===== src/hw/decode_issue_pkg.sv =====
//////////////////////////////////////////////////
// RV32I base encodings only. No M, A, CSR, fence
// or compressed formats are decoded with these.
//////////////////////////////////////////////////
`default_nettype none

package decode_issue_pkg;

    localparam int xlen = 32;
    localparam int pc_offset_width = 21;
    localparam int ls_offset_width = 12;

    //////////////////////////////////////////////////
    // Trimmed opcodes, instruction bits 6 to 2
    typedef logic [4:0] opcode_t;

    localparam opcode_t lui_t = 5'b01101;
    localparam opcode_t auipc_t = 5'b00101;
    localparam opcode_t jal_t = 5'b11011;
    localparam opcode_t jalr_t = 5'b11001;
    localparam opcode_t branch_t = 5'b11000;
    localparam opcode_t load_t = 5'b00000;
    localparam opcode_t store_t = 5'b01000;
    localparam opcode_t arith_imm_t = 5'b00100;
    localparam opcode_t arith_t = 5'b01100;

    //////////////////////////////////////////////////
    // Execution units, one bit each in the unit masks
    localparam int num_units = 3;
    localparam int alu_unit = 0;
    localparam int branch_unit = 1;
    localparam int ls_unit = 2;

    // Function codes
    localparam logic [2:0] add_sub_fn3 = 3'b000;
    localparam logic [2:0] slt_fn3 = 3'b010;
    localparam logic [2:0] sltu_fn3 = 3'b011;
    localparam logic [2:0] xor_fn3 = 3'b100;
    localparam logic [2:0] or_fn3 = 3'b110;
    localparam logic [2:0] and_fn3 = 3'b111;
    localparam logic [2:0] bltu_fn3 = 3'b110;
    localparam logic [2:0] bgeu_fn3 = 3'b111;

    typedef enum logic [1:0] {
        alu_logic_add = 2'b00,
        alu_logic_xor = 2'b01,
        alu_logic_or = 2'b10,
        alu_logic_and = 2'b11
    } alu_logic_op_t;

    //////////////////////////////////////////////////
    // Instruction word views, MSB first
    typedef struct packed {
        logic [6:0] funct7;
        logic [4:0] rs2;
        logic [4:0] rs1;
        logic [2:0] fn3;
        logic [4:0] rd;
        logic [6:0] opcode;
    } r_fields_t;

    typedef struct packed {
        logic [11:0] imm;
        logic [4:0] rs1;
        logic [2:0] fn3;
        logic [4:0] rd;
        logic [6:0] opcode;
    } i_fields_t;

    typedef struct packed {
        logic [6:0] imm_11_5;
        logic [4:0] rs2;
        logic [4:0] rs1;
        logic [2:0] fn3;
        logic [4:0] imm_4_0;
        logic [6:0] opcode;
    } s_fields_t;

    typedef struct packed {
        logic imm_12;
        logic [5:0] imm_10_5;
        logic [4:0] rs2;
        logic [4:0] rs1;
        logic [2:0] fn3;
        logic [3:0] imm_4_1;
        logic imm_11;
        logic [6:0] opcode;
    } b_fields_t;

    typedef struct packed {
        logic [19:0] imm;
        logic [4:0] rd;
        logic [6:0] opcode;
    } u_fields_t;

    typedef struct packed {
        logic imm_20;
        logic [9:0] imm_10_1;
        logic imm_11;
        logic [7:0] imm_19_12;
        logic [4:0] rd;
        logic [6:0] opcode;
    } j_fields_t;

    typedef union packed {
        r_fields_t r;
        i_fields_t i;
        s_fields_t s;
        b_fields_t b;
        u_fields_t u;
        j_fields_t j;
    } instr_word_t;

endpackage

`default_nettype wire


===== src/hw/unit_select.sv =====
//////////////////////////////////////////////////
// Purely combinational. Opcodes outside the kept
// RV32I groups need no unit and read no registers.
//////////////////////////////////////////////////
`timescale 1ns/100ps
`default_nettype none

module unit_select (
    input decode_issue_pkg::instr_word_t instruction,
    output logic [decode_issue_pkg::num_units-1:0] unit_needed,
    output logic uses_rs1,
    output logic uses_rs2
);

    import decode_issue_pkg::*;

    opcode_t opcode_trim;

    assign opcode_trim = instruction.r.opcode[6:2];

    //////////////////////////////////////////////////
    // Unit determination

    // Jumps also write the link address through the ALU
    assign unit_needed[branch_unit] = opcode_trim inside {
        branch_t,
        jal_t,
        jalr_t
    };

    assign unit_needed[alu_unit] = opcode_trim inside {
        arith_t,
        arith_imm_t,
        lui_t,
        auipc_t,
        jal_t,
        jalr_t
    };

    assign unit_needed[ls_unit] = opcode_trim inside {
        load_t,
        store_t
    };

    //////////////////////////////////////////////////
    // Register use

    // LUI, AUIPC and JAL take no rs1
    assign uses_rs1 = opcode_trim inside {
        jalr_t,
        branch_t,
        load_t,
        store_t,
        arith_imm_t,
        arith_t
    };

    // Only R, S and B formats carry rs2
    assign uses_rs2 = opcode_trim inside {
        branch_t,
        store_t,
        arith_t
    };

endmodule

`default_nettype wire


===== src/hw/operand_prep.sv =====
//////////////////////////////////////////////////
// Fields are captured from the decode stage and
// held until the next capture. rs1_data/rs2_data
// must be valid while the instruction waits.
//////////////////////////////////////////////////
`timescale 1ns/100ps
`default_nettype none

module operand_prep (
    input logic clk,
    input logic rst,
    input logic capture,
    input decode_issue_pkg::instr_word_t instruction,
    input logic [decode_issue_pkg::xlen-1:0] pc,
    input logic [decode_issue_pkg::xlen-1:0] rs1_data,
    input logic [decode_issue_pkg::xlen-1:0] rs2_data,
    output logic [decode_issue_pkg::xlen-1:0] alu_in1,
    output logic [decode_issue_pkg::xlen-1:0] alu_in2,
    output decode_issue_pkg::alu_logic_op_t alu_logic_op,
    output logic alu_subtract,
    output logic alu_slt_path,
    output logic [decode_issue_pkg::pc_offset_width-1:0] br_pc_offset,
    output logic br_jal,
    output logic br_jalr,
    output logic br_use_signed,
    output logic [decode_issue_pkg::ls_offset_width-1:0] ls_offset,
    output logic ls_load,
    output logic ls_store
);

    import decode_issue_pkg::*;

    opcode_t opcode_trim;
    logic [2:0] fn3;
    logic is_jump;
    logic is_upper;
    logic is_arith;
    logic sub_op;

    logic [xlen-1:0] pre_in2;
    logic [xlen-1:0] pre_in1_r;
    logic [xlen-1:0] pre_in2_r;
    logic rs1_use_regfile;
    logic rs2_use_regfile;
    alu_logic_op_t logic_op;
    logic [pc_offset_width-1:0] pc_offset;

    assign opcode_trim = instruction.r.opcode[6:2];
    assign fn3 = instruction.r.fn3;
    assign is_jump = opcode_trim inside {jal_t, jalr_t};
    assign is_upper = opcode_trim inside {lui_t, auipc_t};
    assign is_arith = opcode_trim inside {arith_t, arith_imm_t};

    // funct7 bit 5 marks SUB, only for the register form
    assign sub_op = (opcode_trim == arith_t) && (fn3 == add_sub_fn3) && instruction.r.funct7[5];

    //////////////////////////////////////////////////
    // ALU operands and control

    always_comb begin
        if (is_upper)
            pre_in2 = {instruction.u.imm, 12'b0};
        else if (is_jump)
            pre_in2 = xlen'(4);
        else
            pre_in2 = xlen'(signed'(instruction.i.imm));
    end

    // Anything but plain arithmetic goes through the adder
    always_comb begin
        case (fn3)
            xor_fn3: logic_op = alu_logic_xor;
            or_fn3: logic_op = alu_logic_or;
            and_fn3: logic_op = alu_logic_and;
            default: logic_op = alu_logic_add;
        endcase
        if (!is_arith)
            logic_op = alu_logic_add;
    end

    //////////////////////////////////////////////////
    // Branch target offset, by format
    always_comb begin
        if (opcode_trim == jalr_t)
            pc_offset = pc_offset_width'(signed'(instruction.i.imm));
        else if (opcode_trim == jal_t)
            pc_offset = {instruction.j.imm_20, instruction.j.imm_19_12,
                instruction.j.imm_11, instruction.j.imm_10_1, 1'b0};
        else
            pc_offset = pc_offset_width'(signed'({instruction.b.imm_12,
                instruction.b.imm_11, instruction.b.imm_10_5,
                instruction.b.imm_4_1, 1'b0}));
    end

    // Payload registers
    always_ff @(posedge clk) begin
        if (capture) begin
            pre_in1_r <= (opcode_trim == auipc_t || is_jump) ? pc : '0;
            pre_in2_r <= pre_in2;
            br_pc_offset <= pc_offset;
            if (opcode_trim == store_t)
                ls_offset <= {instruction.s.imm_11_5, instruction.s.imm_4_0};
            else
                ls_offset <= instruction.i.imm;
        end
    end

    // Control registers
    always_ff @(posedge clk) begin
        if (rst) begin
            rs1_use_regfile <= 1'b0;
            rs2_use_regfile <= 1'b0;
            alu_logic_op <= alu_logic_add;
            alu_subtract <= 1'b0;
            alu_slt_path <= 1'b0;
            br_jal <= 1'b0;
            br_jalr <= 1'b0;
            br_use_signed <= 1'b0;
            ls_load <= 1'b0;
            ls_store <= 1'b0;
        end else if (capture) begin
            rs1_use_regfile <= !(is_upper || is_jump);
            rs2_use_regfile <= !(is_upper || is_jump || opcode_trim == arith_imm_t);
            alu_logic_op <= logic_op;
            alu_subtract <= sub_op || (is_arith && fn3 inside {slt_fn3, sltu_fn3});
            alu_slt_path <= is_arith && fn3 inside {slt_fn3, sltu_fn3};
            br_jal <= opcode_trim == jal_t;
            br_jalr <= opcode_trim == jalr_t;
            br_use_signed <= !(fn3 inside {bltu_fn3, bgeu_fn3});
            ls_load <= opcode_trim == load_t;
            ls_store <= opcode_trim == store_t;
        end
    end

    //////////////////////////////////////////////////
    // Issue-stage ALU input select
    assign alu_in1 = rs1_use_regfile ? rs1_data : pre_in1_r;
    assign alu_in2 = rs2_use_regfile ? rs2_data : pre_in2_r;

endmodule

`default_nettype wire


===== src/hw/issue_control.sv =====
//////////////////////////////////////////////////
// Single issue-stage slot. A multi-unit op issues
// on any ready unit; flush drops the slot.
//////////////////////////////////////////////////
`timescale 1ns/100ps
`default_nettype none

module issue_control (
    input logic clk,
    input logic rst,
    input logic flush,
    input logic decode_valid,
    input logic [decode_issue_pkg::num_units-1:0] unit_needed,
    input logic uses_rs1,
    input logic uses_rs2,
    input logic [decode_issue_pkg::num_units-1:0] unit_ready,
    input logic rs1_busy,
    input logic rs2_busy,
    output logic decode_advance,
    output logic [decode_issue_pkg::num_units-1:0] issue_to,
    output logic ls_forward_store
);

    import decode_issue_pkg::*;

    logic stage_valid;
    logic stage_ready;
    logic issue_valid;
    logic [num_units-1:0] unit_needed_r;
    logic uses_rs1_r;
    logic uses_rs2_r;

    logic rs1_conflict;
    logic rs2_conflict;
    logic [num_units-1:0] unit_operands_ready;

    //////////////////////////////////////////////////
    // Stage occupancy

    // Empty, or the current occupant leaves this cycle
    assign stage_ready = ~stage_valid | (|issue_to);
    assign decode_advance = decode_valid & stage_ready;

    always_ff @(posedge clk) begin
        if (rst || flush)
            stage_valid <= 1'b0;
        else if (stage_ready)
            stage_valid <= decode_valid;
    end

    always_ff @(posedge clk) begin
        if (decode_advance) begin
            unit_needed_r <= unit_needed;
            uses_rs1_r <= uses_rs1;
            uses_rs2_r <= uses_rs2;
        end
    end

    //////////////////////////////////////////////////
    // Operand conflicts
    assign rs1_conflict = uses_rs1_r & rs1_busy;
    assign rs2_conflict = uses_rs2_r & rs2_busy;

    // Load-store forwards store data, so it only waits on rs1
    always_comb begin
        unit_operands_ready = {num_units{~rs1_conflict & ~rs2_conflict}};
        unit_operands_ready[ls_unit] = ~rs1_conflict;
    end

    //////////////////////////////////////////////////
    // Issue strobes
    assign issue_valid = stage_valid & ~flush;
    assign issue_to = {num_units{issue_valid}} & unit_needed_r & unit_ready & unit_operands_ready;

    // Store data still in flight when the store goes out
    assign ls_forward_store = issue_to[ls_unit] & rs2_conflict;

endmodule

`default_nettype wire


===== src/hw/decode_issue.sv =====
//////////////////////////////////////////////////
// Decode-and-issue stage, one slot deep. Operand
// outputs are only meaningful with issue_to.
//////////////////////////////////////////////////
`timescale 1ns/100ps
`default_nettype none

module decode_issue (
    input logic clk,
    input logic rst,
    input logic flush,

    // Decode side
    input logic decode_valid,
    input decode_issue_pkg::instr_word_t decode_instruction,
    input logic [decode_issue_pkg::xlen-1:0] decode_pc,
    output logic decode_advance,

    // Scoreboard and register file
    input logic [decode_issue_pkg::num_units-1:0] unit_ready,
    input logic rs1_busy,
    input logic rs2_busy,
    input logic [decode_issue_pkg::xlen-1:0] rs1_data,
    input logic [decode_issue_pkg::xlen-1:0] rs2_data,

    // Issue side
    output logic [decode_issue_pkg::num_units-1:0] issue_to,
    output logic ls_forward_store,
    output logic [decode_issue_pkg::xlen-1:0] alu_in1,
    output logic [decode_issue_pkg::xlen-1:0] alu_in2,
    output decode_issue_pkg::alu_logic_op_t alu_logic_op,
    output logic alu_subtract,
    output logic alu_slt_path,
    output logic [decode_issue_pkg::pc_offset_width-1:0] br_pc_offset,
    output logic br_jal,
    output logic br_jalr,
    output logic br_use_signed,
    output logic [decode_issue_pkg::ls_offset_width-1:0] ls_offset,
    output logic ls_load,
    output logic ls_store
);

    import decode_issue_pkg::*;

    logic [num_units-1:0] unit_needed;
    logic uses_rs1;
    logic uses_rs2;

    unit_select unit_select_i (
        .instruction(decode_instruction),
        .unit_needed(unit_needed),
        .uses_rs1(uses_rs1),
        .uses_rs2(uses_rs2)
    );

    operand_prep operand_prep_i (
        .clk(clk),
        .rst(rst),
        .capture(decode_advance),
        .instruction(decode_instruction),
        .pc(decode_pc),
        .rs1_data(rs1_data),
        .rs2_data(rs2_data),
        .alu_in1(alu_in1),
        .alu_in2(alu_in2),
        .alu_logic_op(alu_logic_op),
        .alu_subtract(alu_subtract),
        .alu_slt_path(alu_slt_path),
        .br_pc_offset(br_pc_offset),
        .br_jal(br_jal),
        .br_jalr(br_jalr),
        .br_use_signed(br_use_signed),
        .ls_offset(ls_offset),
        .ls_load(ls_load),
        .ls_store(ls_store)
    );

    issue_control issue_control_i (
        .clk(clk),
        .rst(rst),
        .flush(flush),
        .decode_valid(decode_valid),
        .unit_needed(unit_needed),
        .uses_rs1(uses_rs1),
        .uses_rs2(uses_rs2),
        .unit_ready(unit_ready),
        .rs1_busy(rs1_busy),
        .rs2_busy(rs2_busy),
        .decode_advance(decode_advance),
        .issue_to(issue_to),
        .ls_forward_store(ls_forward_store)
    );

endmodule

`default_nettype wire


===== config.mk =====
export PLATFORM = sky130hd
export DESIGN_NAME = decode_issue
export DESIGN_NICKNAME = d
export VERILOG_FILES = /design/src/hw/decode_issue_pkg.sv /design/src/hw/unit_select.sv /design/src/hw/operand_prep.sv /design/src/hw/issue_control.sv /design/src/hw/decode_issue.sv
export SDC_FILE = /design/constraint.sdc
export NUM_CORES = 1
export LEC_CHECK = 0
export ABC_AREA = 1
export ABC_CLOCK_PERIOD_IN_PS = 3500
export BUFFER_PORTS_ARGS = -buffer_cell sky130_fd_sc_hd__buf_2
export CAP_MARGIN = 20
export CORE_UTILIZATION = 45
export CTS_BUF_LIST = sky130_fd_sc_hd__clkbuf_16
export CTS_CLUSTER_SIZE = 14
export DETAILED_ROUTE_END_ITERATION = 8
export GPL_ROUTABILITY_DRIVEN = 0
export GPL_TIMING_DRIVEN = 1
export PLACE_DENSITY = 0.85
export SYNTH_ARGS = -nofsm -noshare
export SYNTH_HDL_FRONTEND = slang
export SYNTH_SLANG_ARGS = --single-unit

===== constraint.sdc =====
create_clock -name clk -period 3.5 [get_ports clk]
set_clock_uncertainty 0.1 [all_clocks]
set_input_delay 0.35 -clock clk [delete_from_list [all_inputs] [get_ports clk]]
set_output_delay 0.35 -clock clk [all_outputs]
set_load 0.1 [all_outputs]

After elaboration in Yosys (flattened, before gate mapping)
Cells that the tools add are included.

Eq/ne operators: 13. Multiplexer cells: 9. Bitwise logic cells: 14. Reduce and logical (&&, ||, !) cells: 25.

Operators by type and width (number): 2-to-1 mux 32 bit (4); 2-to-1 mux 20 bit (2); == test 5 x 4 -> 1 bit (second input constant) (3); == test 5 bit (second input constant) (3); nonzero test 2 bit (6); nonzero test 6 bit (2); == test 5 x 3 -> 1 bit (second input constant) (2); bitwise AND 3 bit (3); == test 3 bit (second input constant) (3); bitwise AND 1 bit (6); == test 3 x 2 -> 1 bit (second input constant) (2); case mux 2 bit (3 select lines) (1); nonzero test 3 bit (2); zero test 5 bit (1); logical OR 1 bit (5); 2-to-1 mux 5 bit (1); inverter 1 bit (4); logical AND 1 bit (3); zero test 1 bit (3); zero test 3 bit (1); OR reduction 3 bit (1); 2-to-1 mux 2 bit (1); OR reduction 2 bit (1); OR 1 bit (1).

Register bits after elaboration: 114. Bits of input ports: 137. Output and inout bits: 111. Logic and storage cells: 81.

Depth between registers and ports, before layout
Depth in word-level cells: 8. Gate-level depth with buffers: 9. Depth with buffers taken out: 9.

Cells and area by module
From an unflattened synthesis, not the netlist that was laid out.

Cells, all modules: 459. Area, all modules: 5243.8 um^2.

Modules (own cells, without submodules): operand_prep (instances 1, cells each 406, area an instance 4879.7 um^2, seq. area each 2922.8 um^2); issue_control (instances 1, cells each 34, area an instance 289.0 um^2, seq. area each 170.2 um^2); unit_select (instances 1, cells each 19, area an instance 75.1 um^2, seq. area each 0.0 um^2).

Least setup slack after synthesis
No wires, ideal clock.

Path kind: reg-to-reg. Start point: register issue_control_i.uses_rs2_r. End point: register issue_control_i.unit_needed_r[0], enable pin. Setup time: 0.446 ns. Arrival time: 2.651 ns. Data required time: 2.954 ns. Slack: 0.303 ns. Stages on the path, launching flop included: 8. Path buffers: 0. Period minus slack after synthesis: 3.197 ns. Cell sequence: edfxtp_1 nand2_1 nand2_1 inv_1 nand2_1 nand2_1 nor2_1 nor2_4.

Word-level cells in the longest chain between the ends: 7.

RTL lines: start: declaration (line issue_control.sv:31) `logic uses_rs2_r;`; start signal: assignment (line issue_control.sv:55) `uses_rs2_r <= uses_rs2;`; bitwise AND 1 bit (line issue_control.sv:62) `assign rs2_conflict = uses_rs2_r & rs2_busy;`; inverter 1 bit (line issue_control.sv:66) `unit_operands_ready = {num_units{~rs1_conflict & ~rs2_conflict}};`; bitwise AND 1 bit (line issue_control.sv:66); bitwise AND 3 bit (line issue_control.sv:73) `assign issue_to = {num_units{issue_valid}} & unit_needed_r & unit_ready & unit_operands_ready;`; OR reduction 3 bit (line issue_control.sv:41) `assign stage_ready = ~stage_valid | (|issue_to);`; OR 1 bit (line issue_control.sv:41); bitwise AND 1 bit (line issue_control.sv:42) `assign decode_advance = decode_valid & stage_ready;`; via decode_advance (line decode_issue.sv:17) `output logic decode_advance,`; end signal: assignment (line issue_control.sv:53) `unit_needed_r <= unit_needed;`; end: declaration (line issue_control.sv:29) `logic [num_units-1:0] unit_needed_r;`.

The timed path passes the listed nets, and every way through them passes these cells. A chain may end at the register's enable or synchronous reset.

Final worst setup path
Start point: register operand_prep_i.rs2_use_regfile. End point: output port alu_in2[11] (netlist bit).

Word-level cells in the longest chain between the ends: 1.

RTL lines: start: declaration (line operand_prep.sv:44) `logic rs2_use_regfile;`; start signal: assignment (line operand_prep.sv:123) `rs2_use_regfile <= !(is_upper || is_jump || opcode_trim == arith_imm_t);`; 2-to-1 mux 32 bit (line operand_prep.sv:138) `assign alu_in2 = rs2_use_regfile ? rs2_data : pre_in2_r;`; end: declaration (line decode_issue.sv:30) `output logic [decode_issue_pkg::xlen-1:0] alu_in2,`.

Every way passes these cells.

==> impl_metrics.ini <==
[logic_synthesis]
syn_nets = 746
avgSynthCellArea_um2 = 8.63
synth-seq-cells = 107
ys_warn_count = 0
syn_area_um2 = 5250
synth_cell_type_count = 27
syn_inst = 609
yosysSeqAreaShare = 0.589

[clock_network]
post_cts_buffers = 0
clkTransAtPathRegs_ns = 0.08
clk_latency_ns = 0.33
cts_resized = 0
cts_buffers = 9
cts_root_buf = clkbuf_16
clockBufferDepth = 2
cts_max_level = 3
cts_sinks = 107
cts_tree = yes
ctsHoldBuffers = 0

[setup_path]
cp-start-kind = flip-flop
worstPathArrival_ns = 2.33
crit_type = reg -> out
critPathMaxFanout = 33
required_ns = 3.05
worst-r2r-cell-count = 8
regToRegSetupSlack_ns = 1.28
endpoint_kind = output port

[power_and_ir_drop]
p_comb_frac = 0.341
power.leakage_nw = 3.59
p_switching_mw = 1.56
clock_power_share = 0.256
finalPower_mw = 3.74
p_int_mw = 2.18
powerDensity_nw_per_um2 = 552
ir_drop_uv = 327
netSwitchingFraction = 0.417
pwr-share-seq = 0.403

[job]
maxCapViolCount = 0

[sta]
maxSlewHeadroom = 0.339
rsz0062_at_grt = false
period_minus_slack_ns = 2.78
drv_slew = 0
finalSetupTns_ns = 0
fin_crit_sh = 0.793
worstMarginPinSlew_ns = 0.991
setup_viol = 0
max_clock_freq_mhz = 360
hold_ws_ns = 0.101
finalWorstSetupSlack_ns = 0.725
hold_viol = 0

[placement]
dpl.hpwl_um = 9240
port_buffers = 245
pre_cts_ws_ns = 1.07

[floorplanning]
dieHeight_um = 110
coreArea_um2 = 11400
initial_core_util = 0.460
die_w_um = 110
fp-row-count = 39
ios = 248
dieArea_um2 = 12100

[global_route]
gr-usage-all-layers = 0.199
grt_pass1_wl_um = 18400
grt_max_degree = 71
gr-total-overflow = 0
grt_pass1_vias = 3971
antenna_found_initial = 0

[drt]
vias_per_cell = 4.66
drtPass1Iterations = 4
drt_iter0_drc = 194
wl_per_cell_um = 12.6
ant_nets = 0
vias = 4594
wl_um = 12400
drcViolationCount = 0

[hold_path]
hold_path.class = in -> reg
whs_path_depth = 1

[status]
status = finished, final reports clean

[layout]
final_common_cell = buf_2
drive_above_1_share = 0.346
fillers = 1065
antenna_cells = 0
mostFrequentLayoutCells = buf_2, nand2_1, edfxtp_1
fin_nets = 974
syn_to_final_growth_pct = 29.0
==> worst max-delay path, stage by stage (launching register included) <==
cell and delay (ns):
dfxtp_1 0.30, buf_4 0.22, inv_1 0.75, nand2_1 0.18, nand2_1 0.10, buf_2 0.42
==> cell usage after synthesis <==
library cell / count / area, µm²
clkbuf_2: 1 / 5.00
o21bai_1: 1 / 7.51
nand3_1: 14 / 70.1
dfxtp_1: 12 / 240
clkbuf_1: 14 / 52.6
inv_4: 1 / 6.26
inv_1: 69 / 259
a31oi_4: 1 / 21.3
clkinv_1: 1 / 3.75
nand2_2: 4 / 25.0
nand2_1: 237 / 890
nand2_4: 1 / 11.3
o21ai_0: 25 / 125
nor2_2: 1 / 6.26
nor2_4: 4 / 45.0
o21ai_2: 10 / 87.6
a21oi_1: 9 / 45.0
buf_6: 6 / 67.6
edfxtp_1: 95 / 2850
nor2_1: 83 / 312
nand4_1: 2 / 12.5
o221ai_1: 1 / 8.76
nor3_1: 1 / 5.00
buf_2: 5 / 25.0
o22ai_1: 1 / 6.26
inv_2: 3 / 11.3
buf_4: 7 / 52.6
==> power groups by stage <==
stage          registers (mW)  clock network (mW)  logic [mW]
2_1_floorplan            1.72                   0       0.866
6_report                 1.51               0.957        1.27
3_5_place_dp             1.54                   0        1.28
3_3_place_gp             1.53                   0        1.27
5_1_grt                  1.51                1.03        1.35
4_1_cts                  1.51               0.985        1.28
==> sequential cells by signal, indices dropped and copies added (netlist names), 2 cells and up <==
register,count
operand_prep_i.pre_in1_r,32
operand_prep_i.br_pc_offset,15
operand_prep_i.alu_logic_op,2
operand_prep_i.pre_in2_r,32
operand_prep_i.ls_offset,11
issue_control_i.unit_needed_r,3
==> metal layers <==
| layer | share of wire | vias to the layer above | routed length, µm | global-route usage |
|---|---|---|---|---|
| li1 | - | 2358 | - | - |
| met1 | 0.43 | 2096 | 5320 | 0.251 |
| met2 | 0.51 | 133 | 6360 | 0.353 |
| met3 | 0.050 | 7 | 619 | 0.0312 |
| met4 | 0.0079 | 0 | 98 | 0.0543 |
| met5 | 0 | - | 0 | 0 |
==> final cells by class <==
type	count	area, µm²	share of cell area
flip-flops and latches	107	3090	0.456
multi-input cells	395	1680	0.248
repair buffers	250	1260	0.186
inverters	74	280	0.0414
clock buffers	9	225	0.0332
well taps	143	179	0.0264
clock inverters	7	58.8	0.00868
==> kinds of logic after synthesis <==
family,count (synthesis),synth area share
buffers and inverters,107,0.0919
flip-flops,107,0.589
AO/OA/AOI/OAI,48,0.0574
AND/OR/NAND/NOR,347,0.262
==> final timing paths <==
check	to	from
max reg2reg	operand_prep_i.br_pc_offset[1]	issue_control_i.uses_rs2_r
min	operand_prep_i.ls_offset[9]	decode_instruction[29]
max	alu_in2[11]	operand_prep_i.rs2_use_regfile
min reg2reg	operand_prep_i.ls_load	operand_prep_i.ls_load
==> per-stage QoR <==
stage | cells | instance area [µm²] | utilization
after global placement | 969 | 6490 | 0.569
final | 985 | 6780 | 0.594
after detailed placement | 969 | 6490 | 0.569
after CTS | 985 | 6780 | 0.594
after global routing | 985 | 6780 | 0.594
after floorplan | 609 | 5250 | -
Note: power is estimated with default switching activity, not from simulation.
